<file path="config.mk">
export PLATFORM = sky130hd
export DESIGN_NAME = pic_top
export DESIGN_NICKNAME = d
export VERILOG_FILES = /design/src/hw/pic_pkg.sv /design/src/hw/pic_cmd_decode.sv /design/src/hw/pic_request_reg.sv /design/src/hw/pic_priority_service.sv /design/src/hw/pic_ack_fsm.sv /design/src/hw/pic_top.sv
export SDC_FILE = /design/constraint.sdc
export NUM_CORES = 1
export LEC_CHECK = 0
export ABC_AREA = 1
export BUFFER_PORTS_ARGS = -buffer_cell sky130_fd_sc_hd__buf_2
export CELL_PAD_IN_SITES_DETAIL_PLACEMENT = 0
export CELL_PAD_IN_SITES_GLOBAL_PLACEMENT = 2
export CORE_MARGIN = 2
export CORE_UTILIZATION = 31
export DETAILED_ROUTE_END_ITERATION = 7
export GPL_TIMING_DRIVEN = 0
export PLACE_DENSITY = 0.72
export SLEW_MARGIN = 20
export SYNTH_ARGS = -nofsm -noshare
export SYNTH_HDL_FRONTEND = slang
export SYNTH_SLANG_ARGS = --single-unit
</file>
<file path="constraint.sdc">
create_clock -name clock -period 2.3 [get_ports clock]
set_input_delay 0.115 -clock clock [delete_from_list [all_inputs] [get_ports clock]]
set_output_delay 0.115 -clock clock [all_outputs]
set_load 0.005 [all_outputs]
</file>
<file path="src/hw/pic_pkg.sv">
/*
 * Shared widths, bus and configuration structs, and state and command
 * enums for the 8086-mode interrupt controller. Every design file refers
 * to these by scoped names.
 */
package pic_pkg;

    localparam int NUM_IRQ = 8;
    localparam int LEVEL_W = 3;
    localparam int DATA_W = 8;
    localparam logic [LEVEL_W-1:0] SPURIOUS_LEVEL = 3'd7;

    // One host cycle, wr and rd last a single clock
    typedef struct packed {
        logic              wr;
        logic              rd;
        logic              a0;
        logic [DATA_W-1:0] data;
    } host_bus_t;

    typedef struct packed {
        logic [DATA_W-LEVEL_W-1:0] vector_base;
        logic                      level_mode;
        logic                      auto_eoi;
        logic [NUM_IRQ-1:0]        imr;
        logic                      read_isr;
        logic                      ready;
    } pic_config_t;

    typedef struct packed {
        logic               valid;
        logic               specific;
        logic [LEVEL_W-1:0] level;
    } eoi_cmd_t;

    typedef enum logic [1:0] {
        INIT_ICW2,
        INIT_ICW4,
        INIT_READY
    } init_state_t;

    typedef enum logic [1:0] {
        ACK_IDLE,
        ACK_FIRST,
        ACK_GAP,
        ACK_SECOND
    } ack_state_t;

    // OCW2 bits 7..5, codes not listed here are ignored
    typedef enum logic [2:0] {
        OP_NONSPEC_EOI = 3'b001,
        OP_SPEC_EOI    = 3'b011
    } eoi_op_t;

endpackage

</file>
<file path="src/hw/pic_cmd_decode.sv">
`timescale 1ns/1ns
/*
 * Host command decode. Runs the ICW1/ICW2/ICW4 initialization sequence,
 * holds the configuration registers (mask, trigger mode, vector base,
 * read select) and turns OCW2 writes into single-cycle EOI commands.
 */
module pic_cmd_decode (
    input  logic                 clock,
    input  logic                 reset,
    input  pic_pkg::host_bus_t   bus,
    output pic_pkg::pic_config_t cfg,
    output pic_pkg::eoi_cmd_t    eoi,
    output logic                 init_clear
);

    pic_pkg::init_state_t state;
    pic_pkg::init_state_t state_next;
    pic_pkg::eoi_op_t     eoi_op;

    logic                                        icw1_seen;
    logic                                        ic4;
    logic [pic_pkg::DATA_W-pic_pkg::LEVEL_W-1:0] vector_base;
    logic                                        level_mode;
    logic                                        auto_eoi;
    logic [pic_pkg::NUM_IRQ-1:0]                 imr;
    logic                                        read_isr;

    logic icw1_wr;
    logic icw_wr;
    logic ocw1_wr;
    logic ocw2_wr;
    logic ocw3_wr;

    assign icw1_wr = bus.wr && !bus.a0 && bus.data[4];
    // ICW2/ICW4 only count once an ICW1 has opened the sequence
    assign icw_wr  = bus.wr && bus.a0 && icw1_seen && (state != pic_pkg::INIT_READY);
    assign ocw1_wr = bus.wr && bus.a0 && (state == pic_pkg::INIT_READY);
    assign ocw2_wr = bus.wr && !bus.a0 && !bus.data[4] && !bus.data[3]
                     && (state == pic_pkg::INIT_READY);
    assign ocw3_wr = bus.wr && !bus.a0 && !bus.data[4] && bus.data[3]
                     && (state == pic_pkg::INIT_READY);

    assign init_clear = icw1_wr;
    assign eoi_op = pic_pkg::eoi_op_t'(bus.data[7:5]);

    always_comb begin
        state_next = state;
        if (icw1_wr) begin
            state_next = pic_pkg::INIT_ICW2;
        end else if (icw_wr) begin
            case (state)
                pic_pkg::INIT_ICW2: state_next = ic4 ? pic_pkg::INIT_ICW4 : pic_pkg::INIT_READY;
                pic_pkg::INIT_ICW4: state_next = pic_pkg::INIT_READY;
                default:            state_next = state;
            endcase
        end
    end

    always_ff @(posedge clock or posedge reset) begin
        if (reset) begin
            state       <= pic_pkg::INIT_ICW2;
            icw1_seen   <= 1'b0;
            ic4         <= 1'b0;
            vector_base <= '0;
            level_mode  <= 1'b0;
            auto_eoi    <= 1'b0;
            imr         <= '1;
            read_isr    <= 1'b0;
        end else begin
            state <= state_next;
            if (icw1_wr) begin
                // LTIM and IC4, everything else back to defaults
                icw1_seen  <= 1'b1;
                ic4        <= bus.data[0];
                level_mode <= bus.data[3];
                auto_eoi   <= 1'b0;
                imr        <= '0;
                read_isr   <= 1'b0;
            end else begin
                if (icw_wr && state == pic_pkg::INIT_ICW2)
                    vector_base <= bus.data[7:3];
                if (icw_wr && state == pic_pkg::INIT_ICW4)
                    auto_eoi <= bus.data[1];
                if (ocw1_wr)
                    imr <= bus.data;
                // RR selects, RIS picks ISR over IRR
                if (ocw3_wr && bus.data[1])
                    read_isr <= bus.data[0];
            end
        end
    end

    always_comb begin
        cfg.vector_base = vector_base;
        cfg.level_mode  = level_mode;
        cfg.auto_eoi    = auto_eoi;
        cfg.imr         = imr;
        cfg.read_isr    = read_isr;
        cfg.ready       = (state == pic_pkg::INIT_READY);
    end

    always_comb begin
        eoi.valid    = 1'b0;
        eoi.specific = 1'b0;
        eoi.level    = bus.data[pic_pkg::LEVEL_W-1:0];
        if (ocw2_wr) begin
            case (eoi_op)
                pic_pkg::OP_NONSPEC_EOI: eoi.valid = 1'b1;
                pic_pkg::OP_SPEC_EOI: begin
                    eoi.valid    = 1'b1;
                    eoi.specific = 1'b1;
                end
                default: eoi.valid = 1'b0;
            endcase
        end
    end

endmodule

</file>
<file path="src/hw/pic_request_reg.sv">
`timescale 1ns/1ns
/*
 * Interrupt request register. Captures ir by rising edge or by level,
 * drops the acknowledged bit on ack_latch and clears on ICW1.
 */
module pic_request_reg (
    input  logic                          clock,
    input  logic                          reset,
    input  logic [pic_pkg::NUM_IRQ-1:0]   ir,
    input  pic_pkg::pic_config_t          cfg,
    input  logic                          init_clear,
    input  logic                          ack_latch,
    input  logic [pic_pkg::LEVEL_W-1:0]   ack_level,
    output logic [pic_pkg::NUM_IRQ-1:0]   irr
);

    logic [pic_pkg::NUM_IRQ-1:0] ir_prev;
    logic [pic_pkg::NUM_IRQ-1:0] ir_rise;
    logic [pic_pkg::NUM_IRQ-1:0] ack_mask;

    assign ir_rise  = ir & ~ir_prev;
    assign ack_mask = ack_latch ? (pic_pkg::NUM_IRQ'(1) << ack_level) : '0;

    always_ff @(posedge clock or posedge reset) begin
        if (reset) begin
            ir_prev <= '0;
            irr     <= '0;
        end else begin
            ir_prev <= ir;
            if (init_clear)
                irr <= '0;
            else if (cfg.level_mode)
                irr <= ir & ~ack_mask;
            else
                irr <= (irr | ir_rise) & ~ack_mask;
        end
    end

endmodule

</file>
<file path="src/hw/pic_priority_service.sv">
`timescale 1ns/1ns
/*
 * Fixed-priority resolver and in-service register. IR0 wins. A request
 * is granted only above every level already in service. ISR bits are set
 * on acknowledge and cleared by OCW2 EOI or automatic EOI.
 */
module pic_priority_service (
    input  logic                          clock,
    input  logic                          reset,
    input  logic [pic_pkg::NUM_IRQ-1:0]   irr,
    input  pic_pkg::pic_config_t          cfg,
    input  pic_pkg::eoi_cmd_t             eoi,
    input  logic                          ack_latch,
    input  logic [pic_pkg::LEVEL_W-1:0]   ack_level,
    input  logic                          auto_eoi,
    input  logic                          init_clear,
    output logic [pic_pkg::NUM_IRQ-1:0]   grant,
    output logic [pic_pkg::NUM_IRQ-1:0]   isr
);

    logic [pic_pkg::NUM_IRQ-1:0] masked;
    logic [pic_pkg::NUM_IRQ-1:0] isr_next;
    logic [pic_pkg::LEVEL_W-1:0] req_level;
    logic [pic_pkg::LEVEL_W-1:0] svc_level;
    logic                        in_service;

    assign masked     = irr & ~cfg.imr;
    assign in_service = |isr;

    // Lowest index wins, so scan downwards and keep the last hit
    always_comb begin
        req_level = '0;
        svc_level = '0;
        for (int i = pic_pkg::NUM_IRQ - 1; i >= 0; i--) begin
            if (masked[i])
                req_level = pic_pkg::LEVEL_W'(i);
            if (isr[i])
                svc_level = pic_pkg::LEVEL_W'(i);
        end
    end

    always_comb begin
        grant = '0;
        if (|masked && (!in_service || req_level < svc_level))
            grant = pic_pkg::NUM_IRQ'(1) << req_level;
    end

    always_comb begin
        isr_next = isr;
        // Spurious acknowledge has no grant bit at ack_level
        if (ack_latch && grant[ack_level])
            isr_next[ack_level] = 1'b1;
        if (auto_eoi)
            isr_next[ack_level] = 1'b0;
        if (eoi.valid) begin
            if (eoi.specific)
                isr_next[eoi.level] = 1'b0;
            else if (in_service)
                isr_next[svc_level] = 1'b0;
        end
    end

    always_ff @(posedge clock or posedge reset) begin
        if (reset)
            isr <= '0;
        else if (init_clear)
            isr <= '0;
        else
            isr <= isr_next;
    end

endmodule

</file>
<file path="src/hw/pic_ack_fsm.sv">
`timescale 1ns/1ns
/*
 * INTA sequence for 8086 mode. Raises INT on a grant, latches the level on
 * the first INTA pulse and drives the vector during the second. Outside
 * the vector drive it answers host reads with IMR, IRR or ISR.
 */
module pic_ack_fsm (
    input  logic                          clock,
    input  logic                          reset,
    input  logic                          inta_n,
    input  pic_pkg::host_bus_t            bus,
    input  pic_pkg::pic_config_t          cfg,
    input  logic [pic_pkg::NUM_IRQ-1:0]   grant,
    input  logic [pic_pkg::NUM_IRQ-1:0]   irr,
    input  logic [pic_pkg::NUM_IRQ-1:0]   isr,
    output logic                          intr,
    output logic                          ack_latch,
    output logic [pic_pkg::LEVEL_W-1:0]   ack_level,
    output logic                          auto_eoi,
    output logic [pic_pkg::DATA_W-1:0]    data_out,
    output logic                          data_en
);

    pic_pkg::ack_state_t state;
    pic_pkg::ack_state_t state_next;

    logic                        inta_q;
    logic                        inta_prev;
    logic                        inta_fall;
    logic                        inta_rise;
    logic [pic_pkg::LEVEL_W-1:0] grant_level;
    logic [pic_pkg::LEVEL_W-1:0] level_q;
    logic                        spurious_q;

    assign inta_fall = inta_prev & ~inta_q;
    assign inta_rise = ~inta_prev & inta_q;

    always_comb begin
        grant_level = pic_pkg::SPURIOUS_LEVEL;
        for (int i = pic_pkg::NUM_IRQ - 1; i >= 0; i--) begin
            if (grant[i])
                grant_level = pic_pkg::LEVEL_W'(i);
        end
    end

    // Pulses ignored until initialization is done
    assign ack_latch = (state == pic_pkg::ACK_IDLE) && inta_fall && cfg.ready;
    assign ack_level = ack_latch ? grant_level : level_q;
    assign auto_eoi  = (state == pic_pkg::ACK_SECOND) && inta_rise && cfg.auto_eoi
                       && !spurious_q;

    always_comb begin
        state_next = state;
        case (state)
            pic_pkg::ACK_IDLE:   if (ack_latch) state_next = pic_pkg::ACK_FIRST;
            pic_pkg::ACK_FIRST:  if (inta_rise) state_next = pic_pkg::ACK_GAP;
            pic_pkg::ACK_GAP:    if (inta_fall) state_next = pic_pkg::ACK_SECOND;
            pic_pkg::ACK_SECOND: if (inta_rise) state_next = pic_pkg::ACK_IDLE;
            default:             state_next = pic_pkg::ACK_IDLE;
        endcase
    end

    always_ff @(posedge clock or posedge reset) begin
        if (reset) begin
            state     <= pic_pkg::ACK_IDLE;
            inta_q    <= 1'b1;
            inta_prev <= 1'b1;
            intr      <= 1'b0;
        end else begin
            state     <= state_next;
            inta_q    <= inta_n;
            inta_prev <= inta_q;
            intr      <= (state == pic_pkg::ACK_IDLE) && !ack_latch && cfg.ready && |grant;
        end
    end

    always_ff @(posedge clock) begin
        if (ack_latch) begin
            level_q    <= grant_level;
            spurious_q <= ~|grant;
        end
    end

    // Vector drive takes priority; reads held off in the first pulse
    always_comb begin
        data_en  = 1'b0;
        data_out = '0;
        if (state == pic_pkg::ACK_SECOND && !inta_n) begin
            data_en  = 1'b1;
            data_out = {cfg.vector_base, level_q};
        end else if (bus.rd && state != pic_pkg::ACK_FIRST) begin
            data_en = 1'b1;
            if (bus.a0)
                data_out = cfg.imr;
            else if (cfg.read_isr)
                data_out = isr;
            else
                data_out = irr;
        end
    end

endmodule

</file>
<file path="src/hw/pic_top.sv">
`timescale 1ns/1ns
/*
 * Top level of the single-device 8086-mode interrupt controller.
 * Connects command decode, request register, priority and ISR, and the
 * acknowledge sequencer.
 */
module pic_top (
    input  logic                          clock,
    input  logic                          reset,
    input  pic_pkg::host_bus_t            bus,
    input  logic [pic_pkg::NUM_IRQ-1:0]   ir,
    input  logic                          inta_n,
    output logic                          intr,
    output logic [pic_pkg::DATA_W-1:0]    data_out,
    output logic                          data_en
);

    pic_pkg::pic_config_t        cfg;
    pic_pkg::eoi_cmd_t           eoi;
    logic                        init_clear;
    logic [pic_pkg::NUM_IRQ-1:0] irr;
    logic [pic_pkg::NUM_IRQ-1:0] isr;
    logic [pic_pkg::NUM_IRQ-1:0] grant;
    logic                        ack_latch;
    logic [pic_pkg::LEVEL_W-1:0] ack_level;
    logic                        auto_eoi;

    pic_cmd_decode i_cmd_decode (
        .clock      (clock),
        .reset      (reset),
        .bus        (bus),
        .cfg        (cfg),
        .eoi        (eoi),
        .init_clear (init_clear)
    );

    pic_request_reg i_request_reg (
        .clock      (clock),
        .reset      (reset),
        .ir         (ir),
        .cfg        (cfg),
        .init_clear (init_clear),
        .ack_latch  (ack_latch),
        .ack_level  (ack_level),
        .irr        (irr)
    );

    pic_priority_service i_priority_service (
        .clock      (clock),
        .reset      (reset),
        .irr        (irr),
        .cfg        (cfg),
        .eoi        (eoi),
        .ack_latch  (ack_latch),
        .ack_level  (ack_level),
        .auto_eoi   (auto_eoi),
        .init_clear (init_clear),
        .grant      (grant),
        .isr        (isr)
    );

    pic_ack_fsm i_ack_fsm (
        .clock      (clock),
        .reset      (reset),
        .inta_n     (inta_n),
        .bus        (bus),
        .cfg        (cfg),
        .grant      (grant),
        .irr        (irr),
        .isr        (isr),
        .intr       (intr),
        .ack_latch  (ack_latch),
        .ack_level  (ack_level),
        .auto_eoi   (auto_eoi),
        .data_out   (data_out),
        .data_en    (data_en)
    );

endmodule

</file>
==> results of run 1 <==
where the power goes:
group          switching, mW  internal (mW)
clock                  0.348          0.221
sequential             0.133           1.16
combinational           1.33          0.950
cell families (layout without fill, tap and decap cells):
kind of cell    after synthesis  in the layout
mux                           1              1
simple gates                226            226
compound gates               82             82
flops                        53             53
fa+ha+maj                     6              6
buf+inv                      81            167
final cells by class:
class | count | area [um^2] | share of cell area (%)
multi-input combinational | 315 | 1831 | 42.46
tap | 136 | 170.2 | 3.947
timing repair inverter | 1 | 5.005 | 0.1161
buffer | 10 | 48.80 | 1.132
clock buffer | 5 | 68.82 | 1.596
inverter | 71 | 291.5 | 6.761
clock inverter | 3 | 25.02 | 0.5804
timing repair buffer | 77 | 540.5 | 12.54
sequential | 53 | 1331 | 30.88
how the worst min path moves through the flow:
stage            from                  end
6_report       bus[5]  i_cmd_decode.imr[5]
5_1_grt        bus[5]  i_cmd_decode.imr[5]
4_1_cts        bus[5]  i_cmd_decode.imr[5]
3_5_place_dp   inta_n     i_ack_fsm.inta_q
3_3_place_gp   inta_n     i_ack_fsm.inta_q
2_1_floorplan  inta_n     i_ack_fsm.inta_q
critical path: cells and delay by family, from the launching register on:
kind / cells / cell delay (ns)
simple gates: 10 / 1.01
buf+inv: 9 / 0.87
flops: 1 / 0.44
compound gates: 1 / 0.24
sequential cells by signal, summed over array words and instances, names as in the netlist, 2 cells and up:
name                      count
i_request_reg.irr             8
i_request_reg.ir_prev         8
i_cmd_decode.state            2
i_cmd_decode.imr              8
i_ack_fsm.level_q             3
i_cmd_decode.vector_base      5
i_priority_service.isr        8
i_ack_fsm.state               2
synthesized netlist by cell type (all sizes together):
master / instances / share of area, %
a211oi: 1 / 0.38
a21oi: 15 / 2.4
a22oi: 3 / 0.68
a31oi: 3 / 0.57
buf: 2 / 0.57
clkbuf: 8 / 0.91
clkinv: 3 / 0.38
dfrtp: 39 / 30
dfstp: 10 / 8.0
dfxtp: 3 / 1.8
edfxtp: 1 / 0.91
ha: 6 / 2.3
inv: 68 / 8.1
mux2: 1 / 0.34
nand2: 134 / 17
nand3: 35 / 6.4
nand4: 2 / 0.38
nor2: 39 / 4.8
nor3: 12 / 2.1
nor4: 3 / 0.76
o211ai: 9 / 2.1
o21a: 1 / 0.23
o21ai: 35 / 5.7
o21bai: 1 / 0.23
o22ai: 7 / 1.7
o31ai: 7 / 1.6
or2: 1 / 0.19
routing by layer:
metal / GRT usage (%) / vias to the layer above / wire length [um]
li1: - / 1618 / -
met1: 25.49 / 1495 / 4924
met3: 2.188 / 11 / 408
met4: 2.968 / 0 / 104
met2: 31.01 / 76 / 4840
met5: 0 / - / 0
timing repair:
item | CTS | global route
hold endpoints to repair | 48 | 0
cloned | 0 | 1
gates resized for setup | 32 | 13
endpoints found under the setup margin | 27 | 27
pin swaps | 12 | 5
setup buffers | 30 | 7
hold buffers | 10 | 0
cell usage in the layout, fill, tap and decap left out, types with 5 or more instances in the layout:
| master | synthesis | routed |
|---|---|---|
| buf_4 | 0 | 36 |
| nor2_4 | 1 | 8 |
| o22ai_1 | 6 | 6 |
| nand2_1 | 122 | 112 |
| inv_2 | 3 | 11 |
| ha_1 | 6 | 5 |
| dfstp_2 | 10 | 10 |
| o21ai_0 | 32 | 29 |
| a21oi_1 | 14 | 13 |
| clkbuf_8 | 0 | 5 |
| o211ai_1 | 9 | 9 |
| nor2_1 | 36 | 26 |
| nand2_2 | 8 | 15 |
| nand3_1 | 31 | 29 |
| dfrtp_1 | 39 | 37 |
| clkbuf_1 | 8 | 8 |
| o31ai_1 | 7 | 7 |
| nor3_1 | 10 | 7 |
| buf_2 | 0 | 30 |
| dlygate4sd3_1 | 0 | 10 |
| nor2_2 | 2 | 5 |
| inv_1 | 61 | 52 |
| nand2_4 | 4 | 6 |
metrics by stage:
| stage | util, % | hold slack, ns | cells |
|---|---|---|---|
| floorplan | - | 0.1195 | 449 |
| global placement | 35.55 | 0.2320 | 615 |
| detailed placement | 35.63 | 0.2378 | 615 |
| CTS | 40.77 | 0.04343 | 663 |
| global route | 41.76 | 0.04825 | 671 |
| finish | 41.76 | 0.04818 | 671 |
==> results, run 1 <==
- The flow ran to the end, but the final reports show violations.
- The checks that failed: negative setup slack.
- Summing the areas of all xor and xnor instances in the mapped netlist gives 0% of the synthesized area.
- The count of final hold-check violations is 0.
- The max-slew violation total from the final report is 0.
- The total DRC errors in the routed layout is 0.
- During placement, the flow inserted port buffers numbering 30.
- Of the available clock period, the critical path in the final layout requires 114.1%.
- The total of flip-flops plus latches after synthesis is 53.
- Before CTS, the worst setup slack after placement is -0.6042 ns.
- The highest net fanout along the worst path is 5.
- The maximum vdd drop is between 0.5 and 0.6 mV.
- The number of optimization iterations in the first detailed-route pass is 5.
- The signal on the critical path passes through nor2_4 -> inv_2 -> nor2_4 -> buf_4 -> buf_4 -> buf_4 -> buf_4 -> buf_4 -> buf_4 -> buf_4 -> nand2_2 -> nand2_4 -> nand2_8 -> o22ai_4 -> clkinv_4 -> nor2_4 -> nand2_2 -> nor2_4 -> nor2_1 -> nor2_1.
- The initial core utilization is around a third.
- The die covers 11460 um^2.
- Synthesis produced 449 cells.
- The post-synthesis cell area is around 3300 um^2.
- The number of antenna violations at the first check in global routing came to 0.
- The worst path in the final design needs a cycle of ~2.6 ns, including I/O delays and setup.
- The simple-gate share of the synthesized area is a little under a third.
- The number of inserted diodes is 0.
- In this run the worst hold path is classified as in2reg.
- The delay of the slowest critical-path stage is 0.44 ns.
- The wire length after detailed routing is slightly above 10000 um.
- Headroom to the max-slew limit came out at roughly 45%.
- The post-synthesis compound-gate area fraction is about 16%.
- The static power due to leakage is between 2 and 2.5 nW.
- Measured against the total synthesized area, the mux share comes to 0.3421%.
- STA classifies the critical path startpoint as a flip-flop.
- Once routing completed, OpenROAD measured the worst setup slack at -0.3235 ns.
- The first-pass GRT wire length is between 15000 and 20000 um.
- The H-tree was split into 2 levels.
- By instance count, the cell type seen most on the critical path is buf_4.
- The clock slew seen by the registers of the worst setup and hold paths is 0.11 ns.
- The worst flop-to-flop path endpoint is i_priority_service.isr[5].
- The die outline width is 107.1 um.
- On the critical path, the stage with the largest delay is an instance of dfrtp_2.
- The critical setup path kind is reg2reg.
- The highest clock rate is roughly 380 MHz.
- The CTS tree is done.
- The number of sinks handled by clock tree synthesis is 53.
- The number of clock buffers added by TritonCTS is 5.
- For this block, the via count after detailed routing is 3200.
- Summing internal, switching and leakage power gives around 4.1 mW.
- The maximum number of pins on one net before global-route repair is 50.
- Sequential cells were found to cover roughly 40% of the synthesized design area.
- The die is about 110 um tall.
- The arrival time at the worst endpoint is 2.88 ns.
- The dominant combinational cell family by area after synthesis is simple AND/OR/NAND/NOR gates.
- The fraction of layout cells with a size suffix above 1 is between 30 and 40%.
- The leftover overflow at the end of global routing is 0.
- The placed wire-length estimate is between 7000 and 8000 um.
- Setup violations remaining at the end of the flow were counted as 17.
- At the pin with the least slew margin, the transition time is between 0.8 and 0.9 ns.
- With fillers left out, the area of the finished cells amounts to around 4300 um^2.
- In this run the clock root is driven by a clkbuf_8.
- When the netlist entered floorplanning its net count stood at 477.
- The count of maximum capacitance violations is 0.
- The area growth from synthesis to layout is 30.98%.
- The capturing element of the worst setup path is i_priority_service.isr[5].
- Counting instances, the worst hold path has a depth of 3.
- The area after detailed placement is 3679 um^2.
- Setup repair after global routing could not meet its margin everywhere.
- In this run the count of I/O pins placed on the die edge is 32.
- The initialized floorplan defines 37 standard-cell rows.
- The number of cell instances on the worst register-to-register path is 20.
- Dividing the detail-routed via count by the number of cells gives 4.769.
- The number of different library cells used by synthesis comes to 44.
- The longest clock path from root to sink contains 2 buffers.
- Clock latency on the worst-skew pair, taken at its later pin, is 0.32 ns.
- The kind of capture point of the worst setup path is a flip-flop.
- The count of synthesis-stage warnings from yosys is 0.
- In the global route stage, overall resource usage came out at 18.33%.
- Fill cells in the final layout number about 1100.
- After Yosys synthesis, full adders, half adders and majority gates account for approximately 2.3% of the synthesized area.
- The area of the core is roughly 10000 um^2.
- The final layout net count is ~560.
- In this run the critical register-to-register path is launched from i_priority_service.isr[0].
- The power density relative to cell area is between 900 and 1000 nW/um^2.
- The slack of the worst reg-to-reg path is -0.32 ns.
- The total negative slack for setup checks is -4.141 ns.
- The synthesized area per cell is 7.332 um^2.
- Across the routed clock network, the largest skew measured is about 0.013 ns.
- The congestion estimate from routability-driven global placement came to just over 0.8.
- The routed wire length per instance is approximately 15 um.
- The count of nets left with antenna violations once routing finished came out at 0.
- The data required time of the critical path is ~2.6 ns.
- The number of global-route vias before repair is ~3100.
- The count of routing violations after the opening detailed-route iteration is 198.
- Tracing the worst setup path back leads to its startpoint at i_priority_service.isr[0].
Note: power is estimated with default switching activity, not from simulation.
==> run 2: changes to the inputs <==
--- a/config.mk
+++ b/config.mk
@@ -5,14 +5,14 @@
 export SDC_FILE = /design/constraint.sdc
 export NUM_CORES = 1
 export LEC_CHECK = 0
-export ABC_AREA = 1
 export BUFFER_PORTS_ARGS = -buffer_cell sky130_fd_sc_hd__buf_2
 export CELL_PAD_IN_SITES_DETAIL_PLACEMENT = 0
 export CELL_PAD_IN_SITES_GLOBAL_PLACEMENT = 2
 export CORE_MARGIN = 2
-export CORE_UTILIZATION = 31
+export CORE_UTILIZATION = 33
 export DETAILED_ROUTE_END_ITERATION = 7
 export GPL_TIMING_DRIVEN = 0
+export MAX_ROUTING_LAYER = met4
 export PLACE_DENSITY = 0.72
 export SLEW_MARGIN = 20
 export SYNTH_ARGS = -nofsm -noshare
==> run 2 against run 1 <==
The flow still finishes with violations (negative setup slack). Sequential power increased by 10%. Critical path depth decreased by 11. Utilization increased by 4.3 points. Via count decreased by 5.5%. Clock power increased by 2%. Cell count decreased by 16%. First-iteration DRC count decreased by 19%. Design area decreased by 0.90%. Maximum frequency decreased by 12%. Flip-flop and latch count unchanged. Global-route usage increased by 3.7 points. Critical endpoint is now i_priority_service.isr[6]. Largest cell class unchanged.
==> results, run 2 <==
- The number of optimization iterations in the first detailed-route pass is 4.
- The routability congestion estimate is 0.8513.
- Between clock sinks in the finished design, the worst skew comes to about 0.0047 ns.
- Compared with the post-synthesis result, the final layout area differs by 34.18%.
- The nature of the critical path startpoint is a flip-flop.
- The share of the Yosys chip area taken by registers is between 40% and 50%.
- The root buffer cell chosen for the clock tree is clkbuf_8.
- The clock reaches the later pin of the worst-skew pair after approximately 0.31 ns.
- The flow ran to the end, but the final reports show violations.
- For this run, the post-layout net count is about 460.
- The total DRC errors in the routed layout is 0.
- Ranked by total cell area, the synthesized netlist is headed by dfrtp_1 31%, dfstp_2 8.3%, nand2_1 4.2%, mux2i_1 4.1%, a21oi_1 3.9%.
- Counting flops with a built-in enable in the synthesized netlist gives 1.
- The data required time of the critical path is between 2 and 3 ns.
- The most common flop cell mapped by yosys is dfrtp_1.
- The logic depth of the worst setup path including buffers is 9.
- The cell with the most instances after synthesis is dfrtp_1.
- Across all setup checks in the final design, the least slack found is -0.6723 ns.
- The routed wire length per instance is 18.80 um.
- The deepest clock path buffer count is 2.
- The highest clock rate is between 300 and 400 MHz.
- Of all cell types, the one taking the most synthesized area is dfrtp_1.
- The clock drives 53 sinks.
- The count of maximum capacitance violations is 0.
- In the synthesized netlist, the number of instances is roughly 360.
- The total clock buffers created by CTS is 5.
- The final reports fail on negative setup slack.
- In the layout the commonest cells are 37 x dfrtp_1, 33 x nand2_1, 31 x buf_2, 29 x nor2_1, 26 x buf_4.
- The count of buffers added on input and output ports is 30.
- The first global-routing pass estimated roughly 17000 um of wire.
- The area of the core is ~9300 um^2.
- Of the cells placed in the final design, the portion with a size suffix greater than 1 is around a third.
- Leaving out fill and tap cells, the most frequent cell in the layout is dfrtp_1.
- The area of the die is approximately 10000 um^2.
- The pin slew with the least headroom to its limit is about 1.1 ns.
- By startpoint and endpoint, the worst setup path is classified as reg2reg.
- The post-synthesis share of cell area spent on xor and xnor gates is 0.2750%.
- The count of final hold-check violations came to 0.
- The static power due to leakage is between 1.5 and 2 nW.
- The slack of the worst reg-to-reg path is -0.67 ns.
- After detailed routing, the number of vias per cell comes to 5.363.
- The number of antenna violations at the first check in global routing is 0.
- The dominant combinational cell family by area after synthesis is compound AO/OA/AOI/OAI gates.
- The count of nets left with antenna violations once routing finished came out at 0.
- In this run the worst path has a maximum fanout of 3.
- The overall power consumption is roughly 4.2 mW.
- The number of cell instances on the worst register-to-register path is 9.
- The initial core utilization is between 30% and 40%.
- In this run, distinct cell masters in the synthesized netlist total 59.
- The startpoint of the most critical setup path is i_priority_service.isr[0].
- The Yosys step of the flow raised 0 warnings.
- The synthesized netlist occupies a cell area of 3184 um^2.
- The final clock period utilization by the worst path is 129.2%.
- Clock-pin slew was measured on the worst setup and hold paths at around 0.10 ns.
- The delay of the slowest critical-path stage is 0.57 ns.
- Setup repair after global routing could not meet its margin everywhere.
- From bottom edge to top edge, the die measures 102.2 um.
- Of all flip-flops after synthesis, the portion carrying an async set or reset was slightly above 90%.
- The detailed router finished its first iteration with 160 violations.
- The total overflow left after global routing is 0.
- In the global route stage, overall resource usage came out at between 20% and 30%.
- Subtracting the final worst setup slack from the clock period gives 2.972 ns.
- The worst setup path is captured at a flip-flop.
- Headroom to the max-slew limit came out at 26.06%.
- Setup violations remaining at the end of the flow were counted as 21.
- The number of vias in the routed layout is between 3000 and 4000.
- The maximum number of pins on one net before global-route repair is 29.
- The top-area cell type share of the netlist area is between 30% and 40%.
- The max-slew violation total from the final report is 0.
- The post-synthesis compound-gate area fraction is 23.03%.
- In this run the critical register-to-register path is launched from i_priority_service.isr[0].
- The synthesized-area fraction occupied by adder cells is 2.358%.
- The wire length after detailed routing is around 11000 um.
- The simple-gate share of the synthesized area is about 22%.
- The worst-path cell with the longest stage delay is or4_4.
- The placed wire-length estimate is 7762 um.
- By count the netlist is led by 39 x dfrtp_1, 36 x nand2_1, 33 x nor2_1.
- Counting both buffers and inverters, the worst setup path holds a total of 1.
- The cell class contributing the biggest share of worst-path delay is simple AND/OR/NAND/NOR gates.
- The number of nets produced by synthesis is between 300 and 400.
- The number of antenna diodes in the final layout is 0.
- The path class of the tightest hold or removal check is in2reg.
- In this run the horizontal extent of the chip is roughly 100 um.
- The number of levels the H-tree was split into is 2.
- The total of flip-flops plus latches after synthesis is 53.
- The capturing element of the worst setup path is i_priority_service.isr[6].
- The CTS tree is done.
- The arrival time at the worst endpoint is ~3.2 ns.
- The synthesized area per cell is about 8.9 um^2.
- The multiplexer fraction of the synthesized cell area is just under 6%.
- The total negative slack for setup checks is -10.62 ns.
- Traced cell by cell, the critical path runs through or4_4 -> nand2b_4 -> ha_4 -> nand4_1 -> buf_4 -> o211ai_2 -> or4b_4 -> o31a_1 -> a2111oi_4.
- In this run the count of I/O pins placed on the die edge is 32.
- The number of global-route vias before repair is 3008.
- Across the VDD grid, the largest voltage drop is approximately 0.35 mV.
- The worst flop-to-flop path endpoint is i_priority_service.isr[6].
- For this design the ratio of total power to cell area is approximately 990 nW/um^2.
- The number of standard-cell rows in the floorplan is 35.
run 2: cell types whose count changed in the layout (fill, tap and decap cells not counted), moves of 8 or more:
cell and change:
inv_2 -10, nand2_2 -12, nor2b_1 +8, o21ai_0 -8, inv_1 -31, mux2i_1 +13
buf_4 -10, nand3_1 -18, a21oi_1 +9, nand2_1 -79, nor2_4 -8
run 2: cells by family (layout without fill, tap and decap cells):
kind of cell,count (synthesis),in the layout
xor+xnor,1,1
fa+ha+maj,6,6
compound gates,104,104
flops,53,53
simple gates,138,138
buf+inv,39,115
mux,18,18
run 2: power by group:
group / leakage [nW] / internal (mW) / switching [mW]
logic: 1.08 / 0.991 / 1.26
clock network: 0.0445 / 0.246 / 0.332
registers: 0.616 / 1.19 / 0.233
run 2: cell type report:
class | instances | area (um^2)
sequential | 53 | 1331
timing repair buffer | 71 | 519.2
tap | 129 | 161.4
fill | 956 | 5011
clock buffer | 7 | 86.33
buffer | 13 | 61.31
inverter | 23 | 90.09
multi-input combinational | 267 | 2016
clock inverter | 1 | 7.507
run 2: through the flow:
| stage | std cells | cell area, um^2 | hold slack (ns) | setup WS, ns | utilization, % |
|---|---|---|---|---|---|
| detailed placement | 519 | 3620 | 0.1737 | -0.9115 | 38.99 |
| finish | 564 | 4273 | 0.05908 | -0.6723 | 46.02 |
| CTS | 553 | 4078 | 0.05700 | -0.8152 | 43.92 |
| global placement | 518 | 3600 | 0.2314 | -0.9223 | 38.77 |
| global route | 564 | 4273 | 0.06411 | -0.7892 | 46.02 |
| floorplan | 359 | 3288 | 0.1195 | -0.5472 | - |
run 2: routing by layer:
metal  part of all wire, %  track usage [%]
met4                   1.5            5.231
met3                   4.0            2.531
met2                    47            34.31
met5                     0                -
met1                    47            30.88
run 2: worst min path at each step:
stage / startpoint / to / slack (ns) / depth (start not counted)
final: bus[7] / i_cmd_decode.imr[7] / 0.06 / 2
after global routing: bus[7] / i_cmd_decode.imr[7] / 0.06 / 2
after CTS: bus[7] / i_cmd_decode.imr[7] / 0.06 / 2
after detailed placement: reset / i_request_reg.ir_prev[5] / 0.17 / 2
after global placement: inta_n / i_ack_fsm.inta_q / 0.23 / 1
after floorplan: inta_n / i_ack_fsm.inta_q / 0.12 / 0
run 2: timing repair:
action	4_1_cts	5_1_grt
resized for setup	27	20
buffers inserted	18	12
hold endpoints to repair	23	0
hold buffers	10	0
setup endpoints to repair	29	26
gates cloned	0	0
pin swaps	15	14
==> run 3: changes to the inputs <==
--- a/config.mk
+++ b/config.mk
@@ -8,12 +8,14 @@
 export BUFFER_PORTS_ARGS = -buffer_cell sky130_fd_sc_hd__buf_2
 export CELL_PAD_IN_SITES_DETAIL_PLACEMENT = 0
 export CELL_PAD_IN_SITES_GLOBAL_PLACEMENT = 2
+export CORE_ASPECT_RATIO = 0.7
 export CORE_MARGIN = 2
-export CORE_UTILIZATION = 33
+export CORE_UTILIZATION = 34
+export CTS_BUF_LIST = sky130_fd_sc_hd__clkbuf_4 sky130_fd_sc_hd__clkbuf_8
 export DETAILED_ROUTE_END_ITERATION = 7
 export GPL_TIMING_DRIVEN = 0
 export MAX_ROUTING_LAYER = met4
-export PLACE_DENSITY = 0.72
+export PLACE_DENSITY = 0.74
 export SLEW_MARGIN = 20
 export SYNTH_ARGS = -nofsm -noshare
 export SYNTH_HDL_FRONTEND = slang
==> run 3 against run 2 <==
The run still ends with negative setup slack left. Critical endpoint unchanged. Via count rose by 1.3%. Maximum frequency barely moved. Design area fell by 0.91%. Cell count fell by 0.53%. Clock power rose by 0.7%.
==> results, run 3 (synthesis results as in run 2) <==
- The die extent in y is ~85 um.
- The die covers between 10000 and 15000 um^2.
- The final layout net count is approximately 460.
- The growth of design area from synthesis to finish is 32.97%.
- Once layout is complete, the utilization of the core stands at between 40 and 50%.
- The routed wire length per instance is around 19 um.
- The max-slew violation total from the final report came to 0.
- Headroom to the max-slew limit came out at 37.96%.
- The area of the core is approximately 9000 um^2.
- Leaving out fill and tap cells, the most frequent cell in the layout is dfrtp_1.
- The clock tree synthesis step divided the H-tree into 2 levels.
- The CTS tree is done.
- The initial core utilization is about a third.
- The fraction of layout cells with a size suffix above 1 is between 30% and 40%.
- The number of placed instances, taps included, is 514.
- After filler insertion, the fill cell instance count of the layout stands at just over 900.
- At the end of routability-driven placement, the weighted congestion stood at 0.9463.
- Global routing used around 22% of the available tracks.
- Once placement finished, the instance area stood at between 3000 and 4000 um^2.
- The run finished, with violations left.
- At the pin with the least slew margin, the transition time is 0.9221 ns.
- After detailed routing, the number of remaining DRC violations is 0.
- For the final database, setup skew stands at roughly 0.0070 ns.
- The leftover overflow at the end of global routing is 0.
- The number of standard-cell rows in the floorplan is 29.
- The kind of capture point of the worst setup path is a flip-flop.
- The startpoint of the most critical setup path is i_cmd_decode.imr[6].
- Data on the critical path arrives at its endpoint at 3.18 ns.
- Max-cap violations in this run came to 0.
- The number of global-route vias before repair is between 2000 and 3000.
- The clock slew seen by the registers of the worst setup and hold paths is approximately 0.1 ns.
- The data required time of the critical path is 2.51 ns.
- Setup repair after global routing could not meet its margin everywhere.
- The smallest clock period supported by the final layout is computed as slightly below 3 ns.
- The final clock period utilization by the worst path is 129.2%.
- Dividing the detail-routed via count by the number of cells gives roughly 5.5.
- The flip-flop and latch area is around 1300 um^2.
- The first global-routing pass estimated 16300 um of wire.
- In this run the static leakage power is 1.746 nW.
- The total negative slack for setup checks is -10.46 ns.
- Summing all multi-input logic gate instances after layout gives slightly below 2000 um^2.
- The total clock buffers created by CTS is 5.
- Setup slack on the critical path of the routed design comes to -0.6705 ns.
- The maximum vdd drop is ~0.44 mV.
- Static timing analysis puts the maximum clock frequency at around 340 MHz.
- The number of inserted diodes is 0.
- In this run, the number of DRC markers left after iteration 0 of detailed routing was 238.
- The startpoint of the tightest hold check path is bus[7].
- Entering global routing, the biggest net connects 31 pins.
- The number of input and output port buffers inserted is 30.
- After routing the design area is about 4200 um^2.
- The wire-length estimate of the detail-placed layout is ~7600 um.
- The tightest min-delay check is of the in2reg type.
- Before antenna repair, the detailed router went through 6 iterations.
- The detail route stage leaves a number of antenna-violating nets equal to 0.
- The top cell types in the final layout, fill and taps aside, are 37 x dfrtp_1, 33 x nand2_1, 31 x buf_2, 30 x nor2_1, 28 x buf_4.
- The wire length after detailed routing is 10500 um.
- The clock passes through at most 2 buffers.
- The number of antenna violations at the first check in global routing is 0.
- The critical path in this run is classified as reg2reg.
- The nature of the critical path startpoint is a flip-flop.
- The tree built by TritonCTS fans out to 53 sinks.
- At the placement stage, the worst setup path has a slack of -0.8318 ns.
- The tree is rooted in a clkbuf_8.
- The number of endpoints failing setup at the final stage is 21.
- In this run the critical register-to-register path is launched from i_cmd_decode.imr[6].
- The insertion delay of the later-clocked pin in the worst-skew pair is 0.32 ns.
- The top-level port count is 32.
- In this run the worst path has a maximum fanout of 3.
- The checks that failed: negative setup slack.
- The power density relative to cell area is 985.0 nW/um^2.
- In this run the horizontal extent of the chip is around 120 um.
- Total power for the finished layout comes to 4.171 mW.
- The final worst hold slack is 0.05985 ns.
- Across all layers, the routed design uses 3063 vias.
- The count of final hold-check violations is 0.
- The non-filler instance count after layout is between 500 and 600.
## run 3: worst paths after layout
kind,slack [ns],cells past startpoint,to
setup / recovery,-0.67,9,i_priority_service.isr[6]
hold / removal,0.06,2,i_cmd_decode.imr[7]
setup reg to reg,-0.67,9,i_priority_service.isr[6]
hold reg to reg,0.38,0,i_ack_fsm.inta_prev
max in group asynchronous,1.33,4,i_cmd_decode.imr[5]
min in group asynchronous,0.36,3,i_cmd_decode.state[0]
## run 3: area by class of cell
type                            instances  area share [%]
Inverter                               23           2.098
Tap cell                              124           3.664
Timing Repair Buffer                   72           12.23
Clock inverter                          2          0.3251
Buffer                                 14           1.684
Clock buffer                            6           1.950
Sequential cell                        53           31.44
Multi-Input combinational cell        267           46.60
## run 3: timing repair
item / in CTS / in global routing
pin swaps: 14 / 14
hold buffers: 10 / 0
resized for setup: 28 / 14
buffers inserted: 22 / 10
cloned: 0 / 0
hold endpoints to repair: 24 / 0
endpoints found under the setup margin: 29 / 29
## run 3: where the power goes
part / leakage, nW / internal, mW / switching, mW
logic: 1.08 / 0.938 / 1.22
clock network: 0.0512 / 0.245 / 0.337
registers: 0.616 / 1.19 / 0.238
total: 1.75 / 2.37 / 1.80
## run 3: worst max-delay path, cell delays in order (launching register included)
cell and delay (ns):
dfstp_2 0.56, nand2b_4 0.13, nor4bb_4 0.37, nor2_2 0.11
ha_4 0.26, nand4_1 0.16, o211ai_2 0.20, or4b_4 0.60
o31a_1 0.27, a2111oi_2 0.20
## run 3: metal layers
metal	routed length, um	GRT usage [%]
met5	0	-
met4	51	3.529
met3	678	3.696
met2	4406	30.81
met1	5368	33.03
